--- config.mk ---
export PLATFORM = sky130hd
export DESIGN_NAME = lsu_cmd_port
export DESIGN_NICKNAME = d
export VERILOG_FILES = /design/src/source/ldst_pkg.sv /design/src/source/lsu_cmd_port.sv
export VERILOG_INCLUDE_DIRS = /design/src /design/src/source
export SDC_FILE = /design/constraint.sdc
export NUM_CORES = 1
export LEC_CHECK = 0
export ABC_AREA = 0
export BUFFER_PORTS_ARGS = -buffer_cell sky130_fd_sc_hd__buf_2
export CAP_MARGIN = 0
export CORE_MARGIN = 2
export CORE_UTILIZATION = 30
export DETAILED_ROUTE_END_ITERATION = 6
export PLACE_DENSITY = 0.63
export SLEW_MARGIN = 30
export SYNTH_ARGS = -nofsm -noshare
export SYNTH_HDL_FRONTEND = slang
export SYNTH_SLANG_ARGS = --single-unit
--- constraint.sdc ---
create_clock -name clk_i -period 3.42 [get_ports clk_i]
set_input_delay 0.342 -clock clk_i [delete_from_list [all_inputs] [get_ports clk_i]]
set_output_delay 0.342 -clock clk_i [all_outputs]
set_load 0.02 [all_outputs]
--- src/source/lsu_cfg.svh ---
// Build-wide sizes for the load/store path.
// Include this wherever a data, address or memory dimension is needed.
// The memory model assumes at least two wait cycles.

`ifndef LSU_CFG_SVH
`define LSU_CFG_SVH

// --------------------
// datapath widths
`define LSU_DATA_W 32 // word width, four byte lanes.
`define LSU_ADDR_W 32 // byte address width.

// --------------------
// data memory
`define MEM_DEPTH_WORDS 256 // words in the memory, addresses wrap beyond this.
`define MEM_WAIT_CYCLES 3   // cycles from request seen to ready.

`endif
--- src/source/ldst_pkg.sv ---
// Core-side definitions for the load/store path.
// Holds the access size code and the states of the external command port.
// Import it in the module body; use scoped names in port lists.

package ldst_pkg;

  // size and sign of one access, coded like the RISC-V funct3 field.
  // codes 3, 6 and 7 are unknown and perform no access.
  typedef enum logic [2:0] {
    LDST_B  = 3'd0, // signed byte.
    LDST_H  = 3'd1, // signed halfword.
    LDST_W  = 3'd2, // word.
    LDST_BU = 3'd4, // unsigned byte.
    LDST_HU = 3'd5  // unsigned halfword.
  } ldst_size_e;

  // states of the four-phase command port.
  typedef enum logic [1:0] {
    CMD_IDLE, // waiting for req_i.
    CMD_BUSY, // access in flight at the lsu.
    CMD_DONE  // ack_o high until req_i drops.
  } cmd_state_e;

endpackage

--- src/source/lsu_cmd_port.sv ---
// External command port of the load/store path.
// Takes one access over a four-phase req/ack handshake, registers it and
// holds it at the lsu until the lsu drops its stall. The load result is
// returned on rdata_o together with ack_o.

`timescale 1ns/100ps

`include "lsu_cfg.svh"

module lsu_cmd_port (
  input  logic                   clk_i,
  input  logic                   rst_i,
  // four-phase requester side.
  input  logic                   req_i,
  output logic                   ack_o,
  input  logic                   we_i,
  input  ldst_pkg::ldst_size_e   size_i,
  input  logic [`LSU_ADDR_W-1:0] addr_i,
  input  logic [`LSU_DATA_W-1:0] wdata_i,
  output logic [`LSU_DATA_W-1:0] rdata_o,
  // lsu side.
  output logic                   core_req_o,
  output logic                   core_we_o,
  output ldst_pkg::ldst_size_e   core_size_o,
  output logic [`LSU_ADDR_W-1:0] core_addr_o,
  output logic [`LSU_DATA_W-1:0] core_wd_o,
  input  logic [`LSU_DATA_W-1:0] core_rd_i,
  input  logic                   core_stall_i
);

  import ldst_pkg::*;

  cmd_state_e state_q;
  logic       core_done; // the lsu completes the access in this cycle.

  assign core_done = core_req_o && !core_stall_i;

  // --------------------
  // command registers
  // The requester keeps its fields stable while req_i is high, so
  // one capture on acceptance is enough.
  always_ff @(posedge clk_i) begin
    if (state_q == CMD_IDLE && req_i) begin
      core_we_o   <= we_i;
      core_size_o <= size_i;
      core_addr_o <= addr_i;
      core_wd_o   <= wdata_i;
    end
  end

  // --------------------
  // handshake FSM
  always_ff @(posedge clk_i) begin
    if (rst_i) begin
      state_q    <= CMD_IDLE;
      core_req_o <= 1'b0;
      ack_o      <= 1'b0;
      rdata_o    <= '0;
    end else begin
      case (state_q)
        CMD_IDLE: begin
          if (req_i) begin
            core_req_o <= 1'b1; // request reaches the lsu next cycle.
            state_q    <= CMD_BUSY;
          end
        end
        CMD_BUSY: begin
          if (core_done) begin
            if (!core_we_o) begin
              rdata_o <= core_rd_i; // load data is valid only in this cycle.
            end
            core_req_o <= 1'b0;
            ack_o      <= 1'b1;
            state_q    <= CMD_DONE;
          end
        end
        CMD_DONE: begin
          // a slow release of req_i simply keeps ack_o up.
          if (!req_i) begin
            ack_o   <= 1'b0;
            state_q <= CMD_IDLE;
          end
        end
        default: begin
          core_req_o <= 1'b0;
          ack_o      <= 1'b0;
          state_q    <= CMD_IDLE;
        end
      endcase
    end
  end

  // --------------------
  // a new access to the lsu only starts once the previous
  // handshake has fully closed.
  a_no_req_during_ack: assert property (
    @(posedge clk_i) disable iff (rst_i)
    $rose(core_req_o) |-> !ack_o
  ) else $error("core_req_o rose while ack_o was high.");

endmodule

Word-level counts from Yosys, hierarchy flattened
Cells that the tools add are included.

Register bits after elaboration: 104. Logic and storage cells: 34. Output and inout bits: 102. Bits of input ports: 104.

Muxes and demuxes: 10. Reductions and logical operators: 8. Equal/unequal tests: 5. Bitwise logic cells: 3.

Operators by type and width (count): AND reduction 3 bit (4); two-way mux 2 bit (3); != test 2 bit, second input constant (3); one-hot mux 1 bit (3 select lines) (2); one-hot mux 2 bit (3 select lines) (1); two-way mux 1 bit (4); inverter 1 bit (3); equality test 2 x 1 -> 1 bit, second input constant (1); equality test 2 bit, second input constant (1); logical AND 1 bit (2); zero test 2 bit (1); zero test 1 bit (1).

Logic depth before layout (Yosys ltp)
Gate-level depths: netlist of run 1.

Word-level depth: 4. Mapped depth: 4. Depth with buffers taken out: 3.

Worst setup path after synthesis of run 1
No wires, ideal clock.

Path kind: register to register. Start point: register state_q[0]. End point: register core_addr_o[0], enable pin. Arrival time: 2172 ps. Slack: 815 ps. Stages on the path, launching flop included: 3. Data required time: 2987 ps. Period minus slack after synthesis: 2605 ps. Path buffers: 0. Setup time: 433 ps. Cells stage by stage: dfxtp_1 and2b_1 and2_1.

Word-level cells in the longest chain between the ends: 2.

Ends and longest elaborated chain: start, declared (RTL line lsu_cmd_port.sv:33) `cmd_state_e state_q;`; start signal, assigned (RTL line lsu_cmd_port.sv:55) `state_q <= CMD_IDLE;`; start signal, assigned (RTL line lsu_cmd_port.sv:64) `state_q <= CMD_BUSY;`; start signal, assigned (RTL line lsu_cmd_port.sv:74) `state_q <= CMD_DONE;`; zero test 2 bit (RTL line lsu_cmd_port.sv:43) `if (state_q == CMD_IDLE && req_i) begin`; logical AND 1 bit (RTL line lsu_cmd_port.sv:43); end signal, assigned (RTL line lsu_cmd_port.sv:46) `core_addr_o <= addr_i;`; end, declared (RTL line lsu_cmd_port.sv:25) `` output logic [`LSU_ADDR_W-1:0] core_addr_o, ``.

Every way passes these cells. A chain may end at the register's enable or synchronous reset.

Worst setup path after layout of run 1
Start point: register state_q[0]. End point: register core_wd_o[31], enable pin.

Word-level cells in the longest chain between the ends: 2.

Ends and longest elaborated chain: zero test 2 bit (RTL line lsu_cmd_port.sv:43); logical AND 1 bit (RTL line lsu_cmd_port.sv:43); end signal, assigned (RTL line lsu_cmd_port.sv:47) `core_wd_o <= wdata_i;`; end, declared (RTL line lsu_cmd_port.sv:26) `` output logic [`LSU_DATA_W-1:0] core_wd_o, ``.

Every way passes these cells.

==> impl_metrics.py, run 1 <==
metrics = {
    "status": {
        "status": "finished clean",
    },
    "cts": {
        "cts_resized": 0,
        "cts_setup_buffers": 0,
        "cts_tree": "yes",
        "clock-root-buffer": "clkbuf_16",
        "clock_sinks": 104,
        "numCtsBuffers": 9,
        "cts.path.max_buffers": 2,
        "cts_hold_buffers": 0,
        "htreeDepth": 3,
        "clk_pin_slew_worst_paths_ps": 70,
        "clock_latency_ps": 330,
    },
    "sta": {
        "finalHoldViolCount": 0,
        "finalSetupTns_ps": 0,
        "worstMarginPinSlew_ps": 819.0,
        "maxSlewHeadroom_pct": 45.40,
        "setup_viol": 0,
        "period_share_pct": 52.40,
        "fin_crit_ps": 1792,
        "rsz0062_at_grt": "no",
        "fin_worst_skew_ps": 7.357,
        "drv_slew": 0,
        "hold-worst-slack_ps": 178.0,
        "max_freq_mhz": 558.0,
    },
    "setup_path": {
        "cp_cell_sequence": "and2b_1 -> and2_2 -> buf_4",
        "r2r-end": "core_wd_o[31]",
        "reg2regPathDepth": 3,
        "r2r-start": "state_q[0]",
        "worstPathArrival_ps": 1750,
        "path_delay_family": "buffers and inverters",
        "critPathKind": "flop to flop",
        "endpoint_kind": "flop",
        "crit_buf_inv": 1,
        "cp_max_fo": 68,
        "critPathLaunchType": "flop",
        "r2r_setup_slack_ps": 1630,
        "cpMaxStageDelayCell": "buf_4",
        "max_stage_delay_ps": 620,
        "crit_required_ps": 3380,
    },
    "drt": {
        "drt-pass1-iter-count": 4,
        "detail_route.wl_per_cell_um": 13.76,
        "drt_iter0_drc": 195,
        "ant_nets": 0,
        "vias": 2483,
        "vias_per_cell": 4.244,
        "drt-total-wl_mm": 8.050,
        "drcViolationCount": 0,
    },
    "floorplan": {
        "rows": 40,
        "ioPinCount": 206,
        "core-area_um2": 11960,
        "die_h_um": 114.6,
        "die_x_um": 114.6,
        "die_area_um2": 13130,
        "start_util_pct": 30.68,
    },
    "logic_synthesis": {
        "synth_mux_area_share_pct": 8.728,
        "yosysTopAreaCell": "edfxtp_1",
        "synthSimpleGateAreaFrac_pct": 12.99,
        "synth_top_area_share_pct": 55.64,
        "synth_fa_ha_area_share_pct": 0,
        "synth.area.top_cells": "edfxtp_1 56%, dfxtp_1 20%, nand2b_1 11%",
        "synthCells": 226,
        "synth_cell_types": 16,
        "synth_compound_area_share_pct": 0.9547,
        "yosysWarnings": 0,
        "yosysSeqAreaShare_pct": 75.28,
        "synth_seq_cells": 104,
        "syn_area_um2": 3670,
        "synth_top_family_by_area": "simple AND/OR/NAND/NOR gates",
        "syn_nets": 330,
        "synth-xor-area-share_pct": 0,
        "synth.avg_cell_area_um2": 16.24,
    },
    "grt": {
        "first_global_vias": 2356,
        "overflow": 0,
        "grt_usage_pct": 12.05,
        "antenna_found_initial": 0,
        "grt_max_degree": 69,
        "grt_pass1_wl_mm": 11.99,
    },
    "min_path": {
        "hold_start": "addr_i[8]",
        "hp-class": "primary input to flop",
        "hold_depth": 1,
        "hold_end": "core_addr_o[8]",
    },
    "power_and_ir_drop": {
        "power_density_nw_per_um2": 517.7,
        "p_leak_nw": 2.183,
        "power_mw": 2.643,
        "ir_drop_v": 0.0002245,
    },
    "place": {
        "dpl.hpwl_mm": 5.926,
        "dp_cells": 570,
        "io_buffer_count": 205,
        "place_area_um2": 4825,
        "place.gp.congestion": 0.7497,
    },
    "cells_and_area": {
        "seqCellArea_um2": 2763,
        "num_antenna_cells": 0,
        "final_cell_mix": "205 x buf_2, 68 x edfxtp_1, 66 x nand2b_1",
        "drive_gt1_share_pct": 51.37,
        "multi_input_area_um2": 833.3,
        "fillers": 1152,
        "instances_no_fill": 585,
        "area_growth_pct": 39.11,
        "final_common_cell": "buf_2",
        "fin_area_um2": 5105,
        "nets": 538,
    },
    "job": {
        "cap_viol_max_count": 0,
    },
}
-- layer usage --
layer / wire, um / vias to the layer above / track usage (%)
met5: 0 / - / 0
met4: 105 / 0 / 4.959
met3: 837 / 7 / 4.606
met2: 4040 / 130 / 20.67
met1: 3066 / 1137 / 13.41
li1: - / 1209 / -
-- sequential cells by signal (all words and copies together), names as in the netlist --
| signal | cells |
|---|---|
| core_addr_o | 32 |
| core_wd_o | 32 |
| rdata_o | 32 |
| core_size_o | 3 |
| state_q | 2 |
| ack_o | 1 |
| core_req_o | 1 |
| core_we_o | 1 |
-- worst register-to-register path, cell delays in order, from the launching register on --
cell,delay (ps)
dfxtp_1,350
and2b_1,250
and2_2,150
buf_4,620
-- worst max path at each step --
stage / startpoint / to / slack (ps) / cells after the start
3_3_place_gp: req_i / core_addr_o[29] / 1660 / 4
6_report: state_q[0] / core_wd_o[31] / 1630 / 3
3_5_place_dp: req_i / core_addr_o[24] / 1630 / 4
2_1_floorplan: state_q[0] / core_addr_o[0] / 810 / 2
5_1_grt: state_q[0] / core_wd_o[12] / 1510 / 3
4_1_cts: state_q[0] / core_addr_o[21] / 1630 / 3
-- stage by stage --
step / worst slack [ps] / util, %
2_1_floorplan: 815.0 / -
3_3_place_gp: 1659 / 40.33
3_5_place_dp: 1633 / 40.33
4_1_cts: 1629 / 42.68
5_1_grt: 1510 / 42.68
6_report: 1628 / 42.68
-- area by class of cell --
| class | count | share of cell area [%] |
|---|---|---|
| clock inverters | 6 | 1.078 |
| flip-flops and latches | 104 | 54.12 |
| multi-input cells | 111 | 16.32 |
| clock buffers | 9 | 4.412 |
| repair buffers | 207 | 20.39 |
| inverters | 1 | 0.07353 |
| well taps | 147 | 3.603 |
-- power by group --
group,switching (mW),total (mW),internal [mW]
logic,0.150,0.253,0.103
clock network,0.463,0.966,0.503
registers,0.0167,1.42,1.41
total,0.630,2.64,2.01
-- synthesized netlist by cell type, drive strengths merged --
cell type,number
nand2,1
and2,2
nor2,1
a21oi,3
mux2i,32
nand2b,66
nor3,1
inv,1
nand3b,1
dfxtp,36
and2b,1
buf,3
edfxtp,68
o21ai,2
o211a,1
clkbuf,7
-- logic make-up after synthesis --
logic type | count (synthesis)
mux | 32
buf+inv | 11
compound gates | 6
flops | 104
simple gates | 73
Note: power is estimated with default switching activity, not from simulation.
==> run 2: changes to the inputs <==
==> constraint.sdc (replaced) <==
create_clock -name clk_i -period 1.8 [get_ports clk_i]
set_input_delay 0.18 -clock clk_i [delete_from_list [all_inputs] [get_ports clk_i]]
set_output_delay 0.18 -clock clk_i [all_outputs]
set_load 0.02 [all_outputs]
==> impl_metrics.py, run 2 (synthesis gave the netlist of run 1 again) <==
metrics = {
    "place": {
        "place_area_um2": 4906,
        "place.gp.congestion": 0.7940,
        "io_buffer_count": 205,
        "dpl_worst_slack_ps": 331.7,
        "dpl.hpwl_mm": 6.326,
    },
    "sta": {
        "max_freq_mhz": 678.3,
        "fin_crit_ps": 1474,
        "period_share_pct": 81.91,
        "rsz0062_at_grt": "no",
        "fin_worst_skew_ps": 6.157,
        "maxSlewHeadroom_pct": 81.76,
        "finalSetupTns_ps": 0,
        "worstMarginPinSlew_ps": 273.6,
        "layout_setup_ws_ps": 325.6,
        "drv_slew": 0,
        "finalHoldViolCount": 0,
        "setup_viol": 0,
    },
    "grt": {
        "overflow": 0,
        "antenna_found_initial": 0,
        "grt_max_degree": 69,
        "grt_usage_pct": 12.49,
        "grt_pass1_wl_mm": 12.40,
        "first_global_vias": 2459,
    },
    "cells_and_area": {
        "fin_util_pct": 44.95,
        "nets": 561,
        "fin_area_um2": 5376,
        "num_antenna_cells": 0,
        "final_cell_mix": "205 x buf_2, 68 x edfxtp_1, 66 x nand2b_1",
        "top_regs": "core_addr_o (32), core_wd_o (32), rdata_o (32)",
        "area_growth_pct": 46.51,
        "final_common_cell": "buf_2",
        "drive_gt1_share_pct": 49.57,
    },
    "power_and_ir_drop": {
        "p_int_mw": 3.869,
        "power.share.clock_pct": 35.8,
        "p_leak_nw": 2.300,
        "switchingPower_mw": 1.203,
        "ir_drop_v": 0.0003611,
        "pwr-share-seq_pct": 53.4,
        "pwr-share-comb_pct": 10.8,
        "power_mw": 5.072,
        "sw_frac_of_total_pct": 23.72,
        "power_density_nw_per_um2": 943.5,
    },
    "setup_path": {
        "r2r-start": "state_q[0]",
        "worstPathArrival_ps": 1520,
        "r2r_setup_slack_ps": 330,
        "reg2regPathDepth": 3,
        "cp_max_fo": 24,
        "crit_required_ps": 1840,
        "cp-startpoint": "state_q[0]",
        "r2r-end": "core_addr_o[25]",
        "critPathKind": "flop to flop",
        "endpoint_kind": "flop",
        "critPathLaunchType": "flop",
    },
    "drt": {
        "vias": 2600,
        "drt-total-wl_mm": 8.628,
        "drt-pass1-iter-count": 4,
        "drt_iter0_drc": 174,
        "detail_route.wl_per_cell_um": 14.17,
        "ant_nets": 0,
        "drcViolationCount": 0,
        "vias_per_cell": 4.269,
    },
    "floorplan": {
        "core-area_um2": 11960,
        "die_area_um2": 13130,
        "ioPinCount": 206,
        "die_h_um": 114.6,
        "die_x_um": 114.6,
        "rows": 40,
        "start_util_pct": 30.68,
    },
    "cts": {
        "cts_hold_buffers": 14,
        "cts_setup_buffers": 0,
        "clock_latency_ps": 340,
        "clock-root-buffer": "clkbuf_16",
        "htreeDepth": 3,
        "cts_tree": "yes",
        "cts.path.max_buffers": 2,
        "clock_sinks": 104,
        "cts_resized": 0,
        "numCtsBuffers": 9,
        "clk_pin_slew_worst_paths_ps": 70,
    },
    "min_path": {
        "hold_end": "core_addr_o[23]",
        "hold_depth": 1,
        "hold_start": "addr_i[23]",
        "hp-class": "primary input to flop",
    },
    "status": {
        "status": "finished clean",
    },
    "job": {
        "cap_viol_max_count": 0,
    },
}
-- run 2: cell count changes in the layout (fill, tap and decap cells not counted) --
| cell | change |
|---|---|
| dlygate4sd3_1 | +19 |
| buf_12 | +4 |
| and2_2 | -1 |
| and2_4 | +1 |
| clkinv_1 | +1 |
| clkinv_2 | +1 |
| clkinv_4 | -1 |
-- run 2: cell type report --
type,count,area [um2]
sequential,104,2763
multi-input combinational,111,834.6
clock inverter,7,55.05
fill,1076,6585
timing repair buffer,230,1311
clock buffer,9,225.2
inverter,1,3.754
tap,147,183.9
-- run 2: worst max-delay path, stage by stage, from the launching register on --
cell and delay, ps:
dfxtp_1 350, and2b_1 260, and2_4 330, buf_12 220
-- run 2: how the worst max path moves through the flow --
stage,end,cells after the start
after floorplan,core_addr_o[0],2
after global placement,core_addr_o[0],3
after detailed placement,core_wd_o[9],3
after CTS,core_addr_o[25],3
after global routing,core_wd_o[3],3
final,core_addr_o[25],3
-- run 2: routing by layer --
metal | part of all wire (%) | global-route usage (%)
met3 | 11 | 5.611
met5 | 0.058 | 0
met2 | 51 | 21.66
met1 | 36 | 13.47
met4 | 1.2 | 4.390
-- run 2: power by group through the flow --
stage,registers (mW),clock network (mW),logic (mW)
2_1_floorplan,2.90,0,0.116
3_3_place_gp,2.76,0,0.511
3_5_place_dp,2.76,0,0.521
4_1_cts,2.71,1.89,0.547
5_1_grt,2.72,2.00,0.590
6_report,2.71,1.82,0.548
-- run 2: per-stage QoR --
stage	std cells	hold slack (ps)
3_3_place_gp	574	357.6
2_1_floorplan	226	278.9
5_1_grt	609	0.3996
4_1_cts	604	0.2512
6_report	609	17.62
3_5_place_dp	574	358.4
