`src/source/lsu_cfg.svh`:
```
// Build-wide sizes for the load/store path.
// Include this wherever a data, address or memory dimension is needed.
// The memory model assumes at least two wait cycles.

`ifndef LSU_CFG_SVH
`define LSU_CFG_SVH

// --------------------
// datapath widths
`define LSU_DATA_W 32 // word width, four byte lanes.
`define LSU_ADDR_W 32 // byte address width.

// --------------------
// data memory
`define MEM_DEPTH_WORDS 256 // words in the memory, addresses wrap beyond this.
`define MEM_WAIT_CYCLES 3   // cycles from request seen to ready.

`endif
```
`src/source/mem_pkg.sv`:
```
// Memory-bus definitions for the load/store path.
// Shared by the lsu, which forms the byte enables, and the data memory.

package mem_pkg;

  // one enable bit per byte lane of a word.
  localparam int unsigned MEM_LANES = 4;

  typedef logic [MEM_LANES-1:0] byte_en_t;

  // states of the data memory.
  typedef enum logic [1:0] {
    MEM_IDLE, // waiting for mem_req.
    MEM_WAIT, // counting wait cycles.
    MEM_DONE  // ready pulse, request ignored.
  } mem_state_e;

endpackage

```
`src/source/ldst_pkg.sv`:
```
// Core-side definitions for the load/store path.
// Holds the access size code and the states of the external command port.
// Import it in the module body; use scoped names in port lists.

package ldst_pkg;

  // size and sign of one access, coded like the RISC-V funct3 field.
  // codes 3, 6 and 7 are unknown and perform no access.
  typedef enum logic [2:0] {
    LDST_B  = 3'd0, // signed byte.
    LDST_H  = 3'd1, // signed halfword.
    LDST_W  = 3'd2, // word.
    LDST_BU = 3'd4, // unsigned byte.
    LDST_HU = 3'd5  // unsigned halfword.
  } ldst_size_e;

  // states of the four-phase command port.
  typedef enum logic [1:0] {
    CMD_IDLE, // waiting for req_i.
    CMD_BUSY, // access in flight at the lsu.
    CMD_DONE  // ack_o high until req_i drops.
  } cmd_state_e;

endpackage

```
`src/source/lsu.sv`:
```
// Load/store unit between the command port and the data memory.
// Turns a byte, halfword or word access into a word-aligned memory
// request with byte enables and replicated store data, stalls the
// requester until the memory is ready, and extracts and extends
// the addressed part of a loaded word.

`timescale 1ns/100ps

`include "lsu_cfg.svh"

module lsu (
  input  logic                   clk_i,
  input  logic                   rst_i,
  // core side.
  input  logic                   core_req_i,
  input  logic                   core_we_i,
  input  ldst_pkg::ldst_size_e   core_size_i,
  input  logic [`LSU_ADDR_W-1:0] core_addr_i,
  input  logic [`LSU_DATA_W-1:0] core_wd_i,
  output logic [`LSU_DATA_W-1:0] core_rd_o,
  output logic                   core_stall_o,
  // memory side.
  output logic                   mem_req_o,
  output logic                   mem_we_o,
  output mem_pkg::byte_en_t      mem_be_o,
  output logic [`LSU_ADDR_W-1:0] mem_addr_o,
  output logic [`LSU_DATA_W-1:0] mem_wd_o,
  input  logic [`LSU_DATA_W-1:0] mem_rd_i,
  input  logic                   mem_ready_i
);

  import ldst_pkg::*;
  import mem_pkg::*;

  localparam int unsigned DW = `LSU_DATA_W;

  logic        stall_q; // previous cycle was stalled.
  logic [7:0]  ld_byte;
  logic [15:0] ld_half;

  // --------------------
  // stall generation
  // The first cycle of a request always stalls. Ready only ends the
  // stall once the memory has seen the request for a full cycle.
  assign core_stall_o = core_req_i && !(stall_q && mem_ready_i);

  always_ff @(posedge clk_i) begin
    if (rst_i) begin
      stall_q <= 1'b0;
    end else begin
      stall_q <= core_stall_o;
    end
  end

  // request fields go straight through, address forced to a word.
  assign mem_req_o  = core_req_i;
  assign mem_we_o   = core_we_i;
  assign mem_addr_o = {core_addr_i[`LSU_ADDR_W-1:2], 2'b00};

  // --------------------
  // byte enables and store lanes
  always_comb begin
    case (core_size_i)
      LDST_B, LDST_BU: mem_be_o = byte_en_t'(1) << core_addr_i[1:0];
      LDST_H, LDST_HU: mem_be_o = core_addr_i[1] ? 4'b1100 : 4'b0011;
      LDST_W:          mem_be_o = '1;
      default:         mem_be_o = '0; // unknown size touches no byte.
    endcase
  end

  // the memory picks the lane through mem_be_o.
  always_comb begin
    case (core_size_i)
      LDST_B, LDST_BU: mem_wd_o = {MEM_LANES{core_wd_i[7:0]}};
      LDST_H, LDST_HU: mem_wd_o = {(MEM_LANES / 2){core_wd_i[15:0]}};
      LDST_W:          mem_wd_o = core_wd_i;
      default:         mem_wd_o = '0;
    endcase
  end

  // --------------------
  // load extraction
  assign ld_byte = mem_rd_i[{core_addr_i[1:0], 3'b000} +: 8];
  assign ld_half = mem_rd_i[{core_addr_i[1], 4'b0000} +: 16];

  always_comb begin
    case (core_size_i)
      LDST_B:  core_rd_o = {{(DW - 8){ld_byte[7]}}, ld_byte};
      LDST_BU: core_rd_o = {{(DW - 8){1'b0}}, ld_byte};
      LDST_H:  core_rd_o = {{(DW - 16){ld_half[15]}}, ld_half};
      LDST_HU: core_rd_o = {{(DW - 16){1'b0}}, ld_half};
      LDST_W:  core_rd_o = mem_rd_i;
      default: core_rd_o = '0; // unknown size reads zero.
    endcase
  end

  // --------------------
  // misaligned accesses are not split, the requester must avoid them.
  a_half_aligned: assert property (
    @(posedge clk_i) disable iff (rst_i)
    core_req_i && (core_size_i inside {LDST_H, LDST_HU}) |-> !core_addr_i[0]
  ) else $error("misaligned halfword access.");

  a_word_aligned: assert property (
    @(posedge clk_i) disable iff (rst_i)
    core_req_i && core_size_i == LDST_W |-> core_addr_i[1:0] == 2'b00
  ) else $error("misaligned word access.");

  // the requester holds its fields for the whole stall.
  a_be_stable: assert property (
    @(posedge clk_i) disable iff (rst_i)
    core_stall_o |=> $stable(mem_be_o)
  ) else $error("mem_be_o changed during a stall.");

endmodule

```
`config.mk`:
```
export PLATFORM = sky130hd
export DESIGN_NAME = lsu
export DESIGN_NICKNAME = d
export VERILOG_FILES = /design/src/source/mem_pkg.sv /design/src/source/ldst_pkg.sv /design/src/source/lsu.sv
export VERILOG_INCLUDE_DIRS = /design/src /design/src/source
export SDC_FILE = /design/constraint.sdc
export NUM_CORES = 1
export LEC_CHECK = 0
export BUFFER_PORTS_ARGS = -buffer_cell sky130_fd_sc_hd__buf_2
export CORE_AREA = 2 2 80 82
export CTS_BUF_LIST = sky130_fd_sc_hd__clkbuf_8 sky130_fd_sc_hd__clkbuf_16
export DETAILED_ROUTE_END_ITERATION = 6
export DIE_AREA = 0 0 82 84
export GPL_ROUTABILITY_DRIVEN = 0
export PLACE_DENSITY = 0.75
export SYNTH_ARGS = -nofsm -noshare
export SYNTH_HDL_FRONTEND = slang
export SYNTH_SLANG_ARGS = --single-unit
```
`constraint.sdc`:
```
create_clock -name clk_i -period 3.8 [get_ports clk_i]
set_clock_uncertainty 0.05 [all_clocks]
set_input_delay 0.19 -clock clk_i [delete_from_list [all_inputs] [get_ports clk_i]]
set_output_delay 0.19 -clock clk_i [all_outputs]
set_load 0.05 [all_outputs]
```
# Word-level counts from Yosys, hierarchy flattened
# Index checks and enable logic that the tools add are counted.
op_classes:
  n_reduce_logical: 6
  n_mux: 4
  eq_ne: 4
  shifts: 3
ops:
  columns: ["operator", "n"]
  rows:
  - ["32-bit case mux with 5 select lines", 1]
  - ["32-bit case mux with 3 select lines", 1]
  - ["32-bit by 6-bit variable part select with 16-bit output", 1]
  - ["32-bit by 6-bit variable part select with 8-bit output", 1]
  - ["4-bit case mux with 3 select lines", 1]
  - ["3-bit equality test (second input constant)", 2]
  - ["4-bit 2-to-1 mux", 1]
  - ["2-bit OR reduction", 2]
  - ["1-bit by 2-bit << shifter with 4-bit output (first input constant)", 1]
  - ["3-bit by 1-bit equality test with 1-bit output (second input constant)", 1]
  - ["3-bit by 2-bit equality test with 1-bit output (second input constant)", 1]
  - ["3-bit logical NOT", 1]
  - ["1-bit logical AND", 2]
  - ["1-bit logical NOT", 1]
word_totals:
  regBits: 1
  elab_cells: 18

# Logic depth before layout (Yosys ltp)
# Gate-level depths: netlist of run 1.
depth:
  word_depth: 3
  ltp_mapped: 6
  ltp_nobuf: 3

# Worst setup path before layout of run 1
# Ideal clock, no wire load.
synth_path:
  kind: "input port to output port"
  start: "in core_size_i[0]"
  end: "out core_rd_o[20]"
  path_stages: 6
  setup_slack_ns: 1.372
  t_arrival_ns: 2.188
  path_cell_list: "buf_2 -> nor2b_1 -> buf_2 -> nand2_1 -> buf_2 -> a311oi_1"
synth_between:
  elab_chain_len: 2
  word_cells_on_any_way: 6
synth_rtl:
  columns: ["item", "line", "source"]
  rows:
  - ["from (decl)", "lsu.sv:17", "input ldst_pkg::ldst_size_e core_size_i,"]
  - ["3-bit by 2-bit equality test with 1-bit output (tied with other cells)", "lsu.sv:87", "case (core_size_i)"]
  - ["32-bit case mux with 5 select lines *", "lsu.sv:87", null]
  - ["to (decl)", "lsu.sv:20", "output logic [`LSU_DATA_W-1:0] core_rd_o,"]
# Every way passes the cells marked *; elsewhere a longest branch is shown, timed or not.

# Final worst setup path of run 1
layout_path:
  start: "in core_size_i[0]"
  end: "out core_rd_o[16]"
# Same word-level chain as after synthesis.

==> results of run 1 <==
[logic make-up (layout without fill, tap and decap cells)]
logic type | Yosys count | in the layout | synth area share
other cells | 1 | 2 | 0.002338
buf+inv | 66 | 153 | 0.2504
flops | 1 | 1 | 0.01248
simple gates | 57 | 57 | 0.1732
mux | 34 | 34 | 0.2324
compound gates | 66 | 66 | 0.3292
[through the flow]
step	utilization	hold WS, ns	cell area (µm²)	total power (W)	setup WS (ns)
finish	0.3393	0.3003	2068	0.0004660	1.197
CTS	0.3393	0.3023	2068	0.0004682	1.227
global placement	0.3393	0.2951	2068	0.0004639	1.294
detailed placement	0.3393	0.3028	2068	0.0004672	1.225
global route	0.3393	0.3091	2068	0.0004913	0.9911
floorplan	-	0.2116	1608	0.0004389	1.372
[final cells by class]
type                            instances  area (µm²)  area share
Multi-Input combinational cell        159        1192      0.5765
Timing Repair Buffer                  144       725.7      0.3509
Sequential cell                         1       20.02    0.009679
Tap cell                               77       96.34     0.04658
Inverter                                9       33.78     0.01633
[layer usage]
metal	wire length [µm]	GRT usage
met1	2339	0.1964
met2	2993	0.2882
met3	514	0.01623
met4	142	0.04545
met5	0	0
[cells in the mapped netlist, types with 8 or more instances]
library cell,n,area [µm²]
mux2i_1,17,170.2
o21ai_0,11,55.05
and2_1,8,50.05
buf_4,35,262.8
inv_1,9,33.78
nor2_1,12,45.04
buf_2,12,60.06
a21o_1,16,120.1
mux2_2,16,180.2
nand3_1,8,40.04
nand2_1,20,75.07
a311oi_1,16,140.1
[layout by cell type, fill, tap and decap left out, types with 2 or more instances in the layout]
master,n
o21ai_0,11
nand2_1,20
and2_1,8
nor2_1,12
inv_1,9
mux2i_1,17
a311oi_1,16
mux2_2,16
o2bb2ai_1,7
nor2b_1,2
a21o_1,16
conb_1,2
buf_4,2
nand2b_1,3
a221o_1,7
nor3b_1,2
buf_2,142
nand3_1,8
[how the worst max path moves through the flow]
stage	cells after the start	endpoint	slack (ns)	start
CTS	5	core_rd_o[16]	1.23	core_size_i[0]
global route	5	core_rd_o[16]	0.99	core_size_i[0]
finish	5	core_rd_o[16]	1.20	core_size_i[0]
floorplan	6	core_rd_o[20]	1.37	core_size_i[0]
detailed placement	5	core_rd_o[16]	1.22	core_size_i[0]
global placement	5	core_rd_o[16]	1.29	core_size_i[0]
[worst register-to-register path, stage by stage (launching register included)]
cell	delay, ns
dfxtp_1	0.27
a21boi_0	0.20
nor2b_1	0.14
[power by group through the flow]
stage / clock network [W] / logic (W) / registers [W]
finish: 0 / 0.000455 / 0.0000114
global route: 0 / 0.000480 / 0.0000115
CTS: 0 / 0.000457 / 0.0000115
detailed placement: 0 / 0.000456 / 0.0000115
global placement: 0 / 0.000453 / 0.0000114
floorplan: 0 / 0.000428 / 0.0000114
==> flow_summary_export.csv, run 1 <==
group,metric,value,unit
placement,post-dp-hpwl,4.849,mm
worst_setup_path,worstPathRequired,3.56,ns
pwr,internal_power,0.0001373,W
sta,tightest_slew,0.8478,ns
status,status,"finished clean",
floorplan,ios,207,
worst_setup_path,setup.worst_path.start_class,"input port",
min_path,hp-class,"in -> reg",
route,dr.pass1.iters,4,
floorplan,die-width,82,µm
sta,fin_crit_sh,0.6850,
floorplan,placeableCoreArea,6096,µm²
pwr,p_leak,1.220,nW
grt,track_usage,0.1604,
clock_tree,clk_pin_slew,0,ns
floorplan,start_util,0.2631,
layout,largestRegisters,"stall_q x1",
logic_synthesis,synth-seq-cells,1,
route,wl_per_cell,15.36,µm
sta,setup_tns,0,ns
min_path,hold_depth,2,
worst_setup_path,worst-path-max-fanout,18,
clock_tree,hold_buffers,0,
worst_setup_path,cp_slowest_stage_delay,0.58,ns
worst_setup_path,r2r_end,"stall_q",
route,vias,2032,
pwr,netSwitchingFraction,0.7053,
worst_setup_path,crit_type,"in -> out",
pwr,power_density,225.3,nW/µm²
worst_setup_path,reg2reg_slack,3.06,ns
route,route.detailed.drc,0,
logic_synthesis,yosysWarnings,0,
worst_setup_path,r2r-start,"stall_q",
sta,setup_violations,0,
clock_tree,clk_latency,0,ns
sta,finalHoldViolations,0,
pwr,vdd_drop_max,0.1250,mV
layout,top_register,"stall_q",
grt,grt_antenna_before_repair,0,
sta,max_slew_margin,0.4288,
logic_synthesis,ys_dominant_reg_cell,"dfxtp_1",
min_path,hold_end,"stall_q",
worst_setup_path,endpoint_kind,"output pin",
grt,grt_max_degree,35,
clock_tree,cts_setup_buffers,0,
logic_synthesis,syn_area,1604,µm²
clock_tree,ctsResizeCount,0,
layout,syn_to_final_growth,28.94,%
sta,period_minus_slack,2.603,ns
sta,drv_slew,0,
layout,largest_register_ff_count,1,
grt,grt_pass1_wl,9.073,mm
logic_synthesis,synth_edf_count,0,
placement,port-buffer-count,142,
worst_setup_path,crit_buf_inv,2,
sta,max_freq,384.2,MHz
layout,stdcell_count,390,
pwr,seqPwrFrac,0.025,
route,avgViaCountPerCell,5.210,
min_path,hold_start,"rst_i",
worst_setup_path,crit_top_cell,"buf_2",
pwr,pwr-share-clk,0,
placement,dp_cells,390,
layout,num-fill-cells,678,
sta,rsz0062_at_grt,"false",
flow_run,drv_cap,0,
logic_synthesis,syn_avg_cell_area,7.129,µm²
logic_synthesis,ys_seq_area_frac,0.01248,
worst_setup_path,critPathArrivalTime,2.36,ns
layout,n_antenna_cell,0,
floorplan,die_area,6888,µm²
layout,drive_above_1_share,0.5304,
logic_synthesis,async_flop_share,0,
worst_setup_path,cp_cell_sequence,"buf_2 -> nor2b_1 -> nand2_1 -> a311oi_1 -> buf_2",
worst_setup_path,critPathTopFamily,"simple AND/OR/NAND/NOR gates",
route,postRouteAntennaNets,0,
layout,fin_nets,419,
route,wirelength,5.989,mm
grt,grt.overflow.total,0,
worst_setup_path,critPathSlowestCell,"nor2b_1",
worst_setup_path,worst-r2r-cell-count,2,
logic_synthesis,ys_types,34,
pwr,p_sw,0.0003287,W
grt,grt_pass1_vias,1885,
pwr,power_frac_comb,0.975,
route,first_iter_violations,140,
floorplan,dieHeight,84,µm
logic_synthesis,synthCells,225,
floorplan,rows,29,
Note: power is estimated with default switching activity, not from simulation.
==> run 2: changes to the inputs <==
Clock period 3.8 ns to 2.55 ns, I/O delays scaled along.
==> flow_summary_export.csv, run 2 (synthesis results as in run 1) <==
group,metric,value,unit
layout,largestRegisters,"stall_q x1",
worst_setup_path,worst-r2r-cell-count,2,
floorplan,placeableCoreArea,6096,µm²
floorplan,ios,207,
layout,register_area,20.02,µm²
layout,multi_input_area,1192,µm²
placement,port-buffer-count,142,
route,dr.pass1.iters,5,
route,avgViaCountPerCell,5.191,
floorplan,rows,29,
sta,period_minus_slack,2.107,ns
layout,drive_above_1_share,0.5348,
clock_tree,clk_latency,0,ns
sta,setup_violations,0,
floorplan,start_util,0.2631,
floorplan,dieHeight,84,µm
pwr,power.total,0.0006974,W
placement,place_area,2091,µm²
route,wl_per_cell,15.33,µm
pwr,p_leak,1.235,nW
route,postRouteAntennaNets,0,
status,status,"finished clean",
sta,rsz0062_at_grt,"false",
worst_setup_path,crit_type,"in -> out",
placement,dp_slack,0.4475,ns
grt,grt_max_degree,32,
layout,design_area,2091,µm²
worst_setup_path,critPathArrivalTime,1.93,ns
layout,final_common_cell,"buf_2",
pwr,power_density,333.6,nW/µm²
pwr,vdd_drop_max,0.1964,mV
sta,finalHoldViolations,0,
layout,largest_register_ff_count,1,
clock_tree,hold_buffers,0,
worst_setup_path,endpoint_kind,"output pin",
sta,tightest_slew,0.9354,ns
sta,setup_slack,0.4434,ns
layout,num-fill-cells,669,
grt,grt_pass1_vias,1835,
floorplan,die_area,6888,µm²
layout,fin_nets,422,
route,first_iter_violations,93,
sta,setup_tns,0,ns
min_path,hold_depth,0,
route,vias,2040,
worst_setup_path,worstPathRequired,2.37,ns
clock_tree,cts_setup_buffers,0,
placement,post-dp-hpwl,4.865,mm
layout,top_register,"stall_q",
layout,n_antenna_cell,0,
sta,max_freq,474.7,MHz
route,wirelength,6.025,mm
sta,drv_slew,0,
grt,track_usage,0.1580,
floorplan,die-width,82,µm
layout,layout_common_cells,"buf_2 (142), nand2_1 (20), mux2i_1 (17)",
flow_run,drv_cap,0,
sta,max_slew_margin,0.3698,
sta,fin_crit_sh,0.8261,
worst_setup_path,worst-path-max-fanout,23,
grt,grt_antenna_before_repair,0,
grt,grt.overflow.total,0,
grt,grt_pass1_wl,8.811,mm
worst_setup_path,setup.worst_path.start_class,"input port",
route,route.detailed.drc,0,
clock_tree,ctsResizeCount,0,
min_path,hp-class,"in -> out",
layout,syn_to_final_growth,30.34,%
## run 2: final timing paths
check | slack, ns | start | to
worst min-delay path | 0.21 | core_addr_i[22] | mem_addr_o[22]
worst min register to register | 0.50 | stall_q | stall_q
worst max register to register | 1.81 | stall_q | stall_q
worst max-delay path | 0.44 | core_addr_i[1] | core_rd_o[21]
## run 2: critical path: stages
cell and delay (ns):
buf_2 0.40, mux2_2 0.43, a21boi_2 0.59, a311oi_1 0.12
buf_2 0.26
## run 2: layer usage
layer / up-vias / track usage / share of wire / wire length (µm)
li1: 968 / - / - / -
met3: 20 / 0.01299 / 0.070 / 421
met4: 0 / 0.03485 / 0.020 / 121
met1: 952 / 0.1874 / 0.40 / 2403
met5: - / 0 / 0 / 0
met2: 100 / 0.2979 / 0.51 / 3079
## run 2: where the power goes
group | internal (W) | switching (W)
Clock | 0 | 0
Combinational | 0.000191 | 0.000490
Sequential | 0.0000169 | 0.000000152
Total | 0.000208 | 0.000490
## run 2: through the flow
stage | hold WS [ns] | utilization | instances
3_3_place_gp | 0.2053 | 0.3430 | 393
3_5_place_dp | 0.2053 | 0.3430 | 393
4_1_cts | 0.2053 | 0.3430 | 393
5_1_grt | 0.2051 | 0.3430 | 393
2_1_floorplan | 0.1491 | - | 226
6_report | 0.2050 | 0.3430 | 393
## run 2: area by class of cell
| cell class | count | share of cell area |
|---|---|---|
| inverter | 9 | 0.01616 |
| multi-input combinational | 159 | 0.5703 |
| sequential | 1 | 0.009575 |
| tap | 77 | 0.04608 |
| timing repair buffer | 147 | 0.3579 |
